==> src/design/pbch_params.svh <==
`ifndef PBCH_PARAMS_SVH
`define PBCH_PARAMS_SVH

// one complex sample, real part in the low half and imaginary part in the high half
`define PBCH_IN_DW 32

// subcarriers in one PBCH symbol
`define PBCH_FFT_LEN 256

// number of ibar_SSB candidates, one DMRS sequence each
`define PBCH_NUM_IBAR 8

// length of both Gold-sequence shift registers
`define PBCH_LFSR_LEN 31

// sequence bits thrown away before the first stored bit (Nc)
`define PBCH_SKIP_LEN 1600

// QPSK pilots kept per candidate, two sequence bits each
`define PBCH_PILOTS 64

// distance between neighbouring pilot subcarriers
`define PBCH_PILOT_SPACING 4

`endif

==> src/design/pbch_pkg.sv <==
`default_nettype none

`include "pbch_params.svh"

package pbch_pkg;

    typedef logic [`PBCH_IN_DW-1:0] sample_t;
    typedef logic [9:0] n_id_t;
    typedef logic [$clog2(`PBCH_NUM_IBAR)-1:0] ibar_t;

    // bit 1 is the sign of the real part, bit 0 the sign of the imaginary part
    typedef logic [1:0] pilot_t;
    typedef logic [$clog2(`PBCH_PILOTS)-1:0] pilot_idx_t;

    // a full match over 64 pilots sums to +128, so 9 signed bits are needed
    typedef logic signed [8:0] corr_t;
    typedef logic [8:0] corr_mag_t;

    typedef enum logic [2:0] {IDLE, LOAD, SKIP, STORE, DONE} seq_state_e;
    typedef enum logic [1:0] {WAIT, COLLECT, DECIDE} det_state_e;

    // control beat from the sequencer to every lane
    typedef struct packed {
        logic x1;
        logic load;
        logic shift;
        logic store;
        logic [$clog2(2*`PBCH_PILOTS)-1:0] bit_idx;
    } seq_beat_t;

    // one demodulated pilot from the extractor to every lane
    typedef struct packed {
        logic valid;
        pilot_t rx;
        pilot_t rot;
        pilot_idx_t idx;
        logic first;
        logic last;
    } pilot_beat_t;

endpackage

`default_nettype wire

==> src/design/dmrs_lane.sv <==
`timescale 1ns/1ps
`default_nettype none

`include "pbch_params.svh"

module dmrs_lane #(
    parameter int IBAR = 0
) (
    input  wire                        clk_i,
    input  wire                        reset_ni,
    input  wire pbch_pkg::seq_beat_t   seq_i,
    input  wire pbch_pkg::n_id_t       n_id_i,
    input  wire pbch_pkg::pilot_beat_t beat_i,
    output pbch_pkg::corr_t            corr_o,
    output pbch_pkg::corr_t            corr_rot_o,
    output logic                       done_o
);

    localparam int LFSR_W = `PBCH_LFSR_LEN;
    localparam int BIT_W = $clog2(2*`PBCH_PILOTS);
    localparam int IBAR_P1 = IBAR + 1;

    logic [LFSR_W-1:0] c_init;
    logic [LFSR_W-1:0] x2_q;
    pbch_pkg::pilot_t mem_q [`PBCH_PILOTS];
    pbch_pkg::pilot_t exp_pilot;
    pbch_pkg::corr_t corr_q;
    pbch_pkg::corr_t corr_rot_q;
    logic done_q;

    // +2 when both bits agree, -2 when both differ, 0 otherwise
    function automatic pbch_pkg::corr_t pilot_score(input pbch_pkg::pilot_t exp_p,
                                                    input pbch_pkg::pilot_t rx_p);
        pbch_pkg::corr_t score;
        case (exp_p ^ rx_p)
            2'b00: score = 9'sd2;
            2'b11: score = -9'sd2;
            default: score = 9'sd0;
        endcase
        return score;
    endfunction

    // c_init of the PBCH DMRS with ibar_SSB fixed per lane
    assign c_init = LFSR_W'(IBAR_P1 * (int'(n_id_i >> 2) + 1) * 2048
                            + IBAR_P1 * 64 + int'(n_id_i[1:0]));

    // x2(n+31) = x2(n+3) + x2(n+2) + x2(n+1) + x2(n)
    always_ff @(posedge clk_i) begin
        if (seq_i.load) begin
            x2_q <= c_init;
        end else if (seq_i.shift) begin
            x2_q <= {x2_q[3] ^ x2_q[2] ^ x2_q[1] ^ x2_q[0], x2_q[LFSR_W-1:1]};
        end
    end

    // even sequence bits give the real sign, odd bits the imaginary sign
    always_ff @(posedge clk_i) begin
        if (seq_i.store) begin
            if (!seq_i.bit_idx[0]) begin
                mem_q[seq_i.bit_idx[BIT_W-1:1]][1] <= seq_i.x1 ^ x2_q[0];
            end else begin
                mem_q[seq_i.bit_idx[BIT_W-1:1]][0] <= seq_i.x1 ^ x2_q[0];
            end
        end
    end

    assign exp_pilot = mem_q[beat_i.idx];

    always_ff @(posedge clk_i) begin
        if (!reset_ni) begin
            corr_q <= '0;
            corr_rot_q <= '0;
            done_q <= 1'b0;
        end else begin
            done_q <= beat_i.last;
            if (beat_i.valid) begin
                if (beat_i.first) begin
                    corr_q <= pilot_score(exp_pilot, beat_i.rx);
                    corr_rot_q <= pilot_score(exp_pilot, beat_i.rot);
                end else begin
                    corr_q <= corr_q + pilot_score(exp_pilot, beat_i.rx);
                    corr_rot_q <= corr_rot_q + pilot_score(exp_pilot, beat_i.rot);
                end
            end
        end
    end

    assign corr_o = corr_q;
    assign corr_rot_o = corr_rot_q;
    assign done_o = done_q;

endmodule

`default_nettype wire

==> src/design/dmrs_sequencer.sv <==
`timescale 1ns/1ps
`default_nettype none

`include "pbch_params.svh"

module dmrs_sequencer (
    input  wire                    clk_i,
    input  wire                    reset_ni,
    input  wire pbch_pkg::n_id_t   n_id_i,
    input  wire                    n_id_valid_i,
    output pbch_pkg::seq_beat_t    seq_o,
    output pbch_pkg::n_id_t        n_id_o,
    output logic [1:0]             pilot_offset_o,
    output logic                   dmrs_ready_o
);

    localparam int LFSR_W = `PBCH_LFSR_LEN;
    localparam int CNT_W = $clog2(`PBCH_SKIP_LEN);
    localparam int BIT_W = $clog2(2*`PBCH_PILOTS);
    localparam logic [LFSR_W-1:0] X1_START = LFSR_W'(1);
    localparam logic [CNT_W-1:0] SKIP_LAST = CNT_W'(`PBCH_SKIP_LEN - 1);
    localparam logic [CNT_W-1:0] STORE_LAST = CNT_W'(2*`PBCH_PILOTS - 1);

    pbch_pkg::seq_state_e state_q;
    logic [CNT_W-1:0] cnt_q;
    pbch_pkg::n_id_t n_id_q;
    logic [LFSR_W-1:0] x1_q;

    // a new cell identity restarts generation from any state
    always_ff @(posedge clk_i) begin
        if (!reset_ni) begin
            state_q <= pbch_pkg::IDLE;
            cnt_q <= '0;
            n_id_q <= '0;
        end else if (n_id_valid_i) begin
            state_q <= pbch_pkg::LOAD;
            cnt_q <= '0;
            n_id_q <= n_id_i;
        end else begin
            case (state_q)
                pbch_pkg::LOAD: begin
                    cnt_q <= '0;
                    state_q <= pbch_pkg::SKIP;
                end
                pbch_pkg::SKIP: begin
                    if (cnt_q == SKIP_LAST) begin
                        cnt_q <= '0;
                        state_q <= pbch_pkg::STORE;
                    end else begin
                        cnt_q <= cnt_q + 1'b1;
                    end
                end
                pbch_pkg::STORE: begin
                    if (cnt_q == STORE_LAST) begin
                        state_q <= pbch_pkg::DONE;
                    end else begin
                        cnt_q <= cnt_q + 1'b1;
                    end
                end
                default: state_q <= state_q;
            endcase
        end
    end

    // x1(n+31) = x1(n+3) + x1(n), bit 0 holds x1(n)
    always_ff @(posedge clk_i) begin
        if (seq_o.load) begin
            x1_q <= X1_START;
        end else if (seq_o.shift) begin
            x1_q <= {x1_q[3] ^ x1_q[0], x1_q[LFSR_W-1:1]};
        end
    end

    always_comb begin
        seq_o.x1 = x1_q[0];
        seq_o.load = (state_q == pbch_pkg::LOAD);
        seq_o.shift = (state_q == pbch_pkg::SKIP) || (state_q == pbch_pkg::STORE);
        seq_o.store = (state_q == pbch_pkg::STORE);
        seq_o.bit_idx = cnt_q[BIT_W-1:0];
    end

    assign n_id_o = n_id_q;
    assign pilot_offset_o = n_id_q[1:0];
    assign dmrs_ready_o = (state_q == pbch_pkg::DONE);

    // stored bits come as one unbroken run whose bit index counts up from zero
    store_run_in_order: assert property (@(posedge clk_i) disable iff (!reset_ni)
        seq_o.store |-> (seq_o.bit_idx == ($past(seq_o.store)
                                           ? BIT_W'($past(seq_o.bit_idx) + 1) : BIT_W'(0))))
        else $error("stored bit index out of order");

endmodule

`default_nettype wire

==> src/design/ibar_selector.sv <==
`timescale 1ns/1ps
`default_nettype none

`include "pbch_params.svh"

module ibar_selector (
    input  wire                  clk_i,
    input  wire                  reset_ni,
    input  wire pbch_pkg::corr_t corr_i [`PBCH_NUM_IBAR],
    input  wire pbch_pkg::corr_t corr_rot_i [`PBCH_NUM_IBAR],
    input  wire                  done_i,
    output pbch_pkg::ibar_t      ibar_o,
    output logic                 ibar_valid_o
);

    pbch_pkg::corr_mag_t lane_mag [`PBCH_NUM_IBAR];
    pbch_pkg::corr_mag_t best_mag;
    pbch_pkg::ibar_t best_idx;
    pbch_pkg::ibar_t ibar_q;
    logic valid_q;

    function automatic pbch_pkg::corr_mag_t magnitude(input pbch_pkg::corr_t c);
        return c[8] ? pbch_pkg::corr_mag_t'(-c) : pbch_pkg::corr_mag_t'(c);
    endfunction

    // a negated symbol still correlates, only with the opposite sign
    always_comb begin
        for (int i = 0; i < `PBCH_NUM_IBAR; i++) begin
            if (magnitude(corr_rot_i[i]) > magnitude(corr_i[i])) begin
                lane_mag[i] = magnitude(corr_rot_i[i]);
            end else begin
                lane_mag[i] = magnitude(corr_i[i]);
            end
        end
    end

    // strict comparison keeps the lowest index on a tie
    always_comb begin
        best_mag = '0;
        best_idx = '0;
        for (int i = 0; i < `PBCH_NUM_IBAR; i++) begin
            if (lane_mag[i] > best_mag) begin
                best_mag = lane_mag[i];
                best_idx = pbch_pkg::ibar_t'(i);
            end
        end
    end

    always_ff @(posedge clk_i) begin
        if (!reset_ni) begin
            ibar_q <= '0;
            valid_q <= 1'b0;
        end else begin
            valid_q <= done_i;
            if (done_i) begin
                ibar_q <= best_idx;
            end
        end
    end

    assign ibar_o = ibar_q;
    assign ibar_valid_o = valid_q;

endmodule

`default_nettype wire

==> src/design/pbch_ibar_detector.sv <==
`timescale 1ns/1ps
`default_nettype none

`include "pbch_params.svh"

module pbch_ibar_detector (
    input  wire                    clk_i,
    input  wire                    reset_ni,
    input  wire pbch_pkg::n_id_t   n_id_i,
    input  wire                    n_id_valid_i,
    input  wire pbch_pkg::sample_t sample_i,
    input  wire                    sample_valid_i,
    input  wire                    pbch_start_i,
    output logic                   dmrs_ready_o,
    output pbch_pkg::ibar_t        ibar_o,
    output logic                   ibar_valid_o
);

    pbch_pkg::seq_beat_t seq_beat;
    pbch_pkg::n_id_t lane_n_id;
    logic [1:0] pilot_offset;
    pbch_pkg::pilot_beat_t pilot_beat;
    pbch_pkg::corr_t lane_corr [`PBCH_NUM_IBAR];
    pbch_pkg::corr_t lane_corr_rot [`PBCH_NUM_IBAR];
    logic [`PBCH_NUM_IBAR-1:0] lane_done;

    dmrs_sequencer u_sequencer (
        .clk_i          (clk_i),
        .reset_ni       (reset_ni),
        .n_id_i         (n_id_i),
        .n_id_valid_i   (n_id_valid_i),
        .seq_o          (seq_beat),
        .n_id_o         (lane_n_id),
        .pilot_offset_o (pilot_offset),
        .dmrs_ready_o   (dmrs_ready_o)
    );

    pilot_extractor u_extractor (
        .clk_i          (clk_i),
        .reset_ni       (reset_ni),
        .sample_i       (sample_i),
        .sample_valid_i (sample_valid_i),
        .pbch_start_i   (pbch_start_i),
        .dmrs_ready_i   (dmrs_ready_o),
        .pilot_offset_i (pilot_offset),
        .beat_o         (pilot_beat)
    );

    // one lane per ibar_SSB candidate
    for (genvar g = 0; g < `PBCH_NUM_IBAR; g++) begin : g_lane
        dmrs_lane #(
            .IBAR (g)
        ) u_lane (
            .clk_i      (clk_i),
            .reset_ni   (reset_ni),
            .seq_i      (seq_beat),
            .n_id_i     (lane_n_id),
            .beat_i     (pilot_beat),
            .corr_o     (lane_corr[g]),
            .corr_rot_o (lane_corr_rot[g]),
            .done_o     (lane_done[g])
        );
    end

    // all lanes see the same beats, so lane 0's done stands for every lane
    ibar_selector u_selector (
        .clk_i        (clk_i),
        .reset_ni     (reset_ni),
        .corr_i       (lane_corr),
        .corr_rot_i   (lane_corr_rot),
        .done_i       (lane_done[0]),
        .ibar_o       (ibar_o),
        .ibar_valid_o (ibar_valid_o)
    );

endmodule

`default_nettype wire

==> src/design/pilot_extractor.sv <==
`timescale 1ns/1ps
`default_nettype none

`include "pbch_params.svh"

module pilot_extractor (
    input  wire                    clk_i,
    input  wire                    reset_ni,
    input  wire pbch_pkg::sample_t sample_i,
    input  wire                    sample_valid_i,
    input  wire                    pbch_start_i,
    input  wire                    dmrs_ready_i,
    input  wire [1:0]              pilot_offset_i,
    output pbch_pkg::pilot_beat_t  beat_o
);

    localparam int SC_W = $clog2(`PBCH_FFT_LEN);
    localparam int PCNT_W = $clog2(`PBCH_PILOTS) + 1;
    localparam int SPACING_W = $clog2(`PBCH_PILOT_SPACING);
    localparam int HALF = `PBCH_IN_DW / 2;
    localparam logic [SC_W-1:0] SC_LAST = SC_W'(`PBCH_FFT_LEN - 1);

    pbch_pkg::det_state_e state_q;
    logic [SC_W-1:0] sc_cnt_q;
    logic [PCNT_W-1:0] pilot_cnt_q;
    pbch_pkg::sample_t sample_q;
    logic pilot_q;
    logic first_q;
    pbch_pkg::pilot_idx_t idx_q;

    logic start;
    logic take;
    logic is_pilot;
    logic [SC_W-1:0] sc_now;
    logic [PCNT_W-1:0] pcnt_now;

    // the sample that carries pbch_start_i is subcarrier 0 of the symbol
    assign start = (state_q == pbch_pkg::WAIT) && pbch_start_i && dmrs_ready_i && sample_valid_i;
    assign take = sample_valid_i && ((state_q == pbch_pkg::COLLECT) || start);
    assign sc_now = (state_q == pbch_pkg::COLLECT) ? sc_cnt_q : '0;
    assign pcnt_now = (state_q == pbch_pkg::COLLECT) ? pilot_cnt_q : '0;
    assign is_pilot = take && (sc_now[SPACING_W-1:0] == pilot_offset_i);

    always_ff @(posedge clk_i) begin
        if (!reset_ni) begin
            state_q <= pbch_pkg::WAIT;
            sc_cnt_q <= '0;
            pilot_cnt_q <= '0;
            pilot_q <= 1'b0;
            first_q <= 1'b0;
            idx_q <= '0;
        end else begin
            pilot_q <= is_pilot;
            first_q <= is_pilot && (pcnt_now == '0);
            if (is_pilot) begin
                idx_q <= pcnt_now[PCNT_W-2:0];
            end
            if (take) begin
                sc_cnt_q <= sc_now + 1'b1;
                pilot_cnt_q <= pcnt_now + PCNT_W'(is_pilot);
            end
            case (state_q)
                pbch_pkg::WAIT: begin
                    if (start) begin
                        state_q <= pbch_pkg::COLLECT;
                    end
                end
                pbch_pkg::COLLECT: begin
                    if (take && (sc_now == SC_LAST)) begin
                        state_q <= pbch_pkg::DECIDE;
                    end
                end
                default: state_q <= pbch_pkg::WAIT;
            endcase
        end
    end

    always_ff @(posedge clk_i) begin
        sample_q <= sample_i;
    end

    // the rotated demodulation undoes a quarter turn of the received constellation
    always_comb begin
        beat_o.valid = pilot_q;
        beat_o.rx = {sample_q[HALF-1], sample_q[`PBCH_IN_DW-1]};
        beat_o.rot = {~sample_q[`PBCH_IN_DW-1], sample_q[HALF-1]};
        beat_o.idx = idx_q;
        beat_o.first = first_q;
        beat_o.last = (state_q == pbch_pkg::DECIDE);
    end

    pilot_idx_in_range: assert property (@(posedge clk_i) disable iff (!reset_ni)
        is_pilot |-> (pcnt_now < PCNT_W'(`PBCH_PILOTS)))
        else $error("pilot index beyond the pilot store");

    // a complete symbol has delivered every pilot exactly once
    all_pilots_seen: assert property (@(posedge clk_i) disable iff (!reset_ni)
        (state_q == pbch_pkg::DECIDE) |-> (pilot_cnt_q == PCNT_W'(`PBCH_PILOTS)))
        else $error("symbol ended with a wrong pilot count");

endmodule

`default_nettype wire

==> config.mk <==
export PLATFORM = sky130hd
export DESIGN_NAME = pbch_ibar_detector
export DESIGN_NICKNAME = d
export VERILOG_FILES = /design/src/design/pbch_pkg.sv /design/src/design/dmrs_lane.sv /design/src/design/dmrs_sequencer.sv /design/src/design/ibar_selector.sv /design/src/design/pbch_ibar_detector.sv /design/src/design/pilot_extractor.sv
export VERILOG_INCLUDE_DIRS = /design/src /design/src/design
export SDC_FILE = /design/constraint.sdc
export NUM_CORES = 2
export LEC_CHECK = 0
export BUFFER_PORTS_ARGS = -buffer_cell sky130_fd_sc_hd__buf_2
export CAP_MARGIN = 15
export CORE_MARGIN = 10
export CORE_UTILIZATION = 64
export DETAILED_ROUTE_END_ITERATION = 16
export PLACE_DENSITY_LB_ADDON = 0.2
export REMOVE_ABC_BUFFERS = 1
export SYNTH_ARGS = -nofsm -noshare
export SYNTH_HDL_FRONTEND = slang
export SYNTH_SLANG_ARGS = --single-unit
==> constraint.sdc <==
create_clock -name clk_i -period 17.9 [get_ports clk_i]
set_input_delay 1.79 -clock clk_i [delete_from_list [all_inputs] [get_ports clk_i]]
set_output_delay 1.79 -clock clk_i [all_outputs]
set_load 0.03 [all_outputs]
### Word level (Yosys, flattened, before mapping)

Memory sizes are Yosys's and may differ from the RTL's. A register that Yosys moved wholly into a read port is not among the register bits.
Cells that the tools add are included.

| storage, ports and cells | value |
|---|---|
| bits in registers | 509 |
| bits in writable memories | 1024 |
| bits of input ports | 47 |
| output and inout bits | 5 |
| word-level logic and storage cells | 406 |
| memories | 8 |

| cells by class | value |
|---|---|
| add/subtract/negate cells | 52 |
| multiply operators | 4 |
| $lt $le $gt $ge | 16 |
| eq/ne operators | 33 |
| multiplexer cells | 168 |
| bitwise gates (word level) | 51 |
| reduce and logical (&&, ||, !) cells | 35 |

Memories:

| memory | words | width | read ports | clocked after memory_dff | wr ports | RTL line | source |
|---|---|---|---|---|---|---|---|
| g_lane[0].u_lane.mem_q | 64 | 2 | 1 | 1 | 1 | dmrs_lane.sv:25 | `` pbch_pkg::pilot_t mem_q [`PBCH_PILOTS]; `` |
| g_lane[1].u_lane.mem_q | 64 | 2 | 1 | 1 | 1 | dmrs_lane.sv:25 |  |
| g_lane[2].u_lane.mem_q | 64 | 2 | 1 | 1 | 1 | dmrs_lane.sv:25 |  |
| g_lane[3].u_lane.mem_q | 64 | 2 | 1 | 1 | 1 | dmrs_lane.sv:25 |  |
| g_lane[4].u_lane.mem_q | 64 | 2 | 1 | 1 | 1 | dmrs_lane.sv:25 |  |
| g_lane[5].u_lane.mem_q | 64 | 2 | 1 | 1 | 1 | dmrs_lane.sv:25 |  |
| 2 more memories | - | - | - | - | - | - |  |

Operators with widths:

| cell | number |
|---|---|
| 2-to-1 mux 9 bit | 95 |
| 2-to-1 mux 31 bit | 16 |
| case mux 9 bit (2 select lines) | 16 |
| adder 31 x 3 -> 31 bit | 8 |
| adder 9 bit | 16 |
| negation 9 bit | 16 |
| greater-than comparator 9 bit | 15 |
| adder 31 x 10 -> 31 bit (second input constant) | 4 |
| 2-to-1 mux 6 bit | 16 |
| multiplier 4 x 32 -> 20 bit (first input constant) | 2 |
| adder 31 x 9 -> 31 bit (second input constant) | 2 |
| equality test 2 bit (second input constant) | 17 |
| logical NOT 2 bit | 17 |
| case mux 11 bit (3 select lines) | 1 |
| XOR 1 bit | 33 |
| multiplier 3 x 32 -> 19 bit (first input constant) | 1 |
| multiplier 3 x 32 -> 20 bit (first input constant) | 1 |
| XOR 2 bit | 16 |
| adder 31 x 11 -> 31 bit (second input constant) | 1 |
| adder 31 x 8 -> 31 bit (second input constant) | 1 |
| 2-to-1 mux 11 bit | 2 |
| 2-to-1 mux 3 bit | 6 |
| adder 11 x 1 -> 11 bit (second input constant) | 1 |
| equality test 11 bit (second input constant) | 1 |
| other kinds (31) | 55 |

### Longest topological paths before layout

| depth | value |
|---|---|
| depth in word-level cells | 20 |
| mapped depth | 69 |
| depth with buffers taken out | 66 |

### Modules after synthesis

Synthesis repeated with hierarchy kept, for this count alone.

| second synthesis, totals | value |
|---|---|
| cell total of the unflattened synthesis | 6987 |
| area, all modules | 80240.7 µm² |

Modules (own cells, without submodules):

| module | times used | cells each | area each (µm²) | sequential area each (µm²) |
|---|---|---|---|---|
| dmrs_lane at g_lane[2].u_lane ... | 2 | 708 | 8734.6 | 5114.9 |
| dmrs_lane at g_lane[1].u_lane ... | 2 | 672 | 8425.6 | 5114.9 |
| dmrs_lane at g_lane[6].u_lane | 1 | 711 | 8904.8 | 5114.9 |
| dmrs_lane at g_lane[4].u_lane | 1 | 687 | 8687.1 | 5114.9 |
| dmrs_lane at g_lane[0].u_lane | 1 | 673 | 8495.6 | 5114.9 |
| dmrs_lane at g_lane[7].u_lane | 1 | 681 | 8416.8 | 5114.9 |
| ibar_selector | 1 | 1096 | 7808.7 | 80.1 |
| dmrs_sequencer | 1 | 224 | 2258.4 | 1101.1 |
| pilot_extractor | 1 | 155 | 1348.8 | 540.5 |

### Worst setup path before layout

OpenSTA, ideal clock, no wires.

| timing path | value |
|---|---|
| path type | register -> register |
| from | register g_lane[1].u_lane.corr_rot_q[3] |
| to | register u_selector.ibar_q[0], in the netlist u_selector.ibar_o[0] |
| library setup time | 0.123 ns |
| arrival time | 12.400 ns |
| data required time | 17.777 ns |
| slack | 5.377 ns |
| stages on the path, launching flop included | 68 |
| path buffers | 5 |
| period minus slack after synthesis | 12.523 ns |
| path through | dfxtp_1 or3_1 nor3_1 nand2b_1 xor2_1 inv_1 ha_1 a41oi_1 o21ai_0 a31o_2 a21boi_0 nor2_1 ha_1 a21oi_1 a31oi_1 o22ai_1 clkbuf_1 o211ai_1 [32 not listed] mux2i_1 ha_1 o21a_1 o21a_1 o21a_1 o21bai_1 nand2_1 o21ai_0 o21ai_0 o221ai_1 ha_1 a21o_1 a21o_1 a21oi_1 o21ai_0 a21oi_1 o21a_1 a21oi_1 |

| on the way | value |
|---|---|
| cells in the longest elaborated chain, start to end | 18 |
| elaborated cells on any way between the ends | 24 |
| classes of those cells | add/sub: 1; order compare: 8; mux: 15 |

RTL lines:

| item | RTL line | source |
|---|---|---|
| from (decl) | dmrs_lane.sv:28 | `pbch_pkg::corr_t corr_rot_q;` |
| from (signal assigned) | dmrs_lane.sv:79 | `corr_rot_q <= pilot_score(exp_pilot, beat_i.rot);` |
| from (signal assigned) | dmrs_lane.sv:82 | `corr_rot_q <= corr_rot_q + pilot_score(exp_pilot, beat_i.rot);` |
| negation 9 bit | ibar_selector.sv:23 | `return c[8] ? pbch_pkg::corr_mag_t'(-c) : pbch_pkg::corr_mag_t'(c);` |
| 2-to-1 mux 9 bit (*) | ibar_selector.sv:23 |  |
| greater-than comparator 9 bit | ibar_selector.sv:29 | `if (magnitude(corr_rot_i[i]) > magnitude(corr_i[i])) begin` |
| 2-to-1 mux 9 bit (*) | ibar_selector.sv:29 |  |
| greater-than comparator 9 bit | ibar_selector.sv:42 | `if (lane_mag[i] > best_mag) begin` |
| 2-to-1 mux 9 bit | ibar_selector.sv:42 |  |
| greater-than comparator 9 bit | ibar_selector.sv:42 |  |
| 2-to-1 mux 9 bit | ibar_selector.sv:42 |  |
| [2 not listed] | - |  |
| greater-than comparator 9 bit | ibar_selector.sv:42 |  |
| 2-to-1 mux 9 bit | ibar_selector.sv:42 |  |
| greater-than comparator 9 bit | ibar_selector.sv:42 |  |
| 2-to-1 mux 9 bit | ibar_selector.sv:42 |  |
| greater-than comparator 9 bit | ibar_selector.sv:42 |  |
| 2-to-1 mux 9 bit | ibar_selector.sv:42 |  |
| greater-than comparator 9 bit | ibar_selector.sv:42 |  |
| 2-to-1 mux 3 bit (*) | ibar_selector.sv:42 |  |
| to (signal assigned) | ibar_selector.sv:56 | `ibar_q <= best_idx;` |
| to (decl) | ibar_selector.sv:19 | `pbch_pkg::ibar_t ibar_q;` |

Mark *: on every way between the ends. The rest lies on a longest branch, timed or not.
A chain may end at the register's enable or synchronous reset.

### Final worst setup path

Same ends and word-level chain as after synthesis.

==> results.sh <==
export IMPL_root_buffer="clkbuf_16"
export IMPL_clock_latency_ns=0.81
export IMPL_hold_ws_ns=0.459
export IMPL_worstPathRequired_ns=18.54
export IMPL_nets=5304
export IMPL_crit_path_frequent_cell="a21oi_1"
export IMPL_post_place_ws_ns=3.06
export IMPL_ioPinCount=52
export IMPL_ctsResizeCount=0
export IMPL_drc=0
export IMPL_grt_pass1_wl_um=249000
export IMPL_n_fill_cell=6943
export IMPL_synthesis_area_um2=70800
export IMPL_hold_viol_final=0
export IMPL_run_status="completed"
export IMPL_yosys_warnings=0
export IMPL_fp_dieW_um=353
export IMPL_start_util_pct=64.8
export IMPL_portBuffers=21
export IMPL_antenna_found_initial=5
export IMPL_coreArea_um2=109000
export IMPL_cp_arrival_ns=15.27
export IMPL_ys_flop_type="edfxtp_1"
export IMPL_ys_async_sr_fraction_pct=0
export IMPL_slew_viol_final=0
export IMPL_wl_um=160000
export IMPL_max_cap_violations=0
export IMPL_finalCritPeriodShare_pct=81.7
export IMPL_drive_gt1_share_pct=13.8
export IMPL_row_count=121
export IMPL_cts_buffers=153
export IMPL_first_global_vias=41300
export IMPL_path_buf_inv=4
export IMPL_drt_vias_per_instance=6.43
export IMPL_finalClockSkew_ns=0.0779
export IMPL_wl_per_cell_um=24.6
export IMPL_clk_pin_slew_worst_paths_ns=0.06
export IMPL_end_kind="flip-flop"
export IMPL_cts_tree="yes"
export IMPL_cp_max_fo=23
export IMPL_drtAntennaViolNets=0
export IMPL_fin_ws_ns=3.27
export IMPL_cpPeakStageDelay_ns=0.53
export IMPL_timing_fmax_ghz=0.0684
export IMPL_clock_sinks=1493
export IMPL_htree_levels=4
export IMPL_drt_iter0_markers=3807
export IMPL_first_pass_iters=5
export IMPL_p_leak_nw=27.2
export IMPL_hold_path_class="flip-flop to flip-flop"
export IMPL_place_hpwl_um=94300
export IMPL_grt_max_degree=156
export IMPL_grt_overflow_total=0
export IMPL_cts_path_max_buffers=3
export IMPL_synth_largest_area_cell="edfxtp_1"
export IMPL_post_cts_buffers=0
export IMPL_peakVddDrop_v=0.0000936
export IMPL_finalCriticalPeriod_ns=14.63
export IMPL_dieHeight_um=353
export IMPL_worstSetupPathType="flip-flop to flip-flop"
export IMPL_grt_usage_pct=25.5
export IMPL_area_growth_syn_to_layout_pct=9.53
export IMPL_yosysTopAreaCellShare_pct=53.9
export IMPL_seq_area_frac_synth_pct=60.2
export IMPL_syn_mean_instance_area_um2=14.4
export IMPL_synth_area_leaders="edfxtp_1 54%, mux4_2 11%, dfxtp_1 6.2%"
export IMPL_synth_edff_count=1272
export IMPL_tns_ns=0
export IMPL_worstSetupStartpointType="flip-flop"
export IMPL_dieArea_um2=124000
export IMPL_gp_congestion=0.837
export IMPL_routed_via_count=41900
export IMPL_worst_path_max_delay_cell="a2111oi_1"
export IMPL_synth_cell_type_count=77
export IMPL_hold_buffers=0
export IMPL_worst_pin_slew_ns=1.22
export IMPL_ys_seq_elements=1493
export IMPL_setup_viol=0
export IMPL_slew_headroom_pct=18.8
export IMPL_rsz0062_at_grt="no"
export IMPL_p_per_area_nw_per_um2=98.9
export IMPL_critical_path_top_delay_family="compound AO/OA/AOI/OAI gates"
export IMPL_syn_inst=4933
[stage by stage]
stage / cells / util [%] / area [um^2] / power (W)
final: 6515 / 71.0 / 77600 / 0.00767
after CTS: 6513 / 71.0 / 77600 / 0.00772
after global routing: 6514 / 71.0 / 77600 / 0.00790
after floorplan: 4691 / - / 69800 / 0.00431
after global placement: 6228 / 66.2 / 72300 / 0.00442
after detailed placement: 6228 / 66.2 / 72300 / 0.00444
[cell families after synthesis]
kind of cell    after synthesis  share of synthesized area [%]
compound gates              778                           7.28
xor+xnor                    253                           3.13
fa+ha+maj                   349                           6.41
buf+inv                     451                           2.51
flops                      1493                           60.2
mux                         439                           12.2
simple gates               1170                           8.34
[flip-flops by register name, indices dropped and copies added, names as in the netlist, named ones only]
register,count
u_selector.ibar_valid_o,1
u_extractor.sc_cnt_q,8
u_sequencer.x1_q,31
u_extractor.idx_q,6
g_lane.u_lane.corr_o,64
u_sequencer.n_id_o,10
g_lane.u_lane.mem_q,1024
u_extractor.state_q,2
u_extractor.pilot_cnt_q,7
u_selector.ibar_o,3
g_lane.u_lane.corr_rot_o,64
u_extractor.sample_q,2
g_lane.u_lane.done_o,1
u_sequencer.cnt_q,11
u_extractor.first_q,1
u_extractor.pilot_q,1
u_sequencer.state_q,3
g_lane.u_lane.x2_q,248
[synth_stat cells, types with 31 or more instances]
| master | number |
|---|---|
| ha_1 | 326 |
| nor2_1 | 387 |
| o21a_1 | 31 |
| a21o_1 | 89 |
| nand2b_1 | 60 |
| mux2i_1 | 90 |
| nand2_1 | 225 |
| mux4_2 | 336 |
| xnor2_1 | 129 |
| xor2_1 | 124 |
| dfxtp_1 | 221 |
| o211ai_1 | 77 |
| and2_1 | 151 |
| nand4_1 | 50 |
| a21oi_1 | 166 |
| inv_1 | 209 |
| buf_1 | 40 |
| nand4b_1 | 37 |
| edfxtp_1 | 1272 |
| o21ai_0 | 169 |
| nand3_1 | 56 |
| clkbuf_1 | 172 |
| nor2b_1 | 50 |
| nor3_1 | 33 |
[metal layers]
layer / wire (um) / global-route usage [%]
met1: 65100 / 35.3
met4: 5270 / 8.85
met3: 12100 / 4.66
met2: 77500 / 40.7
met5: 54 / 0
[path summary, 6_finish.rpt]
path / start / endpoint / slack [ns] / cells after the start
worst max register to register: g_lane[1].u_lane.corr_rot_o[3]$_SDFFE_PN0P_ / u_selector.ibar_o[0]$_SDFFE_PN0P_ / 3.27 / 64
worst min register to register: u_extractor.idx_q[0]$_SDFFE_PN0P_ / flip-flop / 0.46 / 2
worst min-delay path: u_extractor.idx_q[0]$_SDFFE_PN0P_ / flip-flop / 0.46 / 2
worst max-delay path: g_lane[1].u_lane.corr_rot_o[3]$_SDFFE_PN0P_ / u_selector.ibar_o[0]$_SDFFE_PN0P_ / 3.27 / 64
[cell type report]
class                      instances  area [um^2]  area share [%]
sequential                      1493        42600            55.0
multi-input combinational       2989        26600            34.3
clock buffer                     202         4180            5.39
tap                             1476         1850            2.38
clock inverter                    83         1080            1.39
inverter                         209          795            1.02
timing repair buffer              62          425           0.548
antenna                            1         2.50         0.00323
[worst min-delay path, stage by stage (launching register included)]
cell and delay (ns):
dfxtp_1 0.30, nand2_1 0.04, a21oi_1 0.07
[placed cells by master (no fill, tap or decap), types with 17 or more instances in the layout]
cell	n
nor2b_1	49
nor2_1	387
mux2i_1	90
nor3_1	31
clkbuf_16	154
xor2_1	116
a21boi_0	25
fa_1	23
o21ai_0	169
a21oi_1	166
nand3_1	56
o21bai_1	22
a22o_1	30
inv_1	207
buf_2	21
clkinv_2	25
nand4b_1	37
a211oi_1	23
a31oi_1	22
and2_1	151
mux4_2	336
nand2b_1	60
o211ai_1	77
clkinv_1	25
nor4b_1	17
o21a_1	31
buf_4	40
clkbuf_1	33
nand2_1	225
dfxtp_1	214
a21o_1	89
o31ai_1	24
xnor2_1	129
nand4_1	50
edfxtp_1	1272
ha_1	326
[power by group]
| group | internal [W] | switching [W] | leakage (nW) | total, W |
|---|---|---|---|---|
| Clock | 0.00189 | 0.00141 | 2.56 | 0.00330 |
| Sequential | 0.00395 | 0.0000227 | 13.4 | 0.00398 |
| Combinational | 0.0000986 | 0.000296 | 11.3 | 0.000395 |
| Total | 0.00594 | 0.00173 | 27.2 | 0.00767 |
No activity file was read; power rests on OpenSTA's default activity.
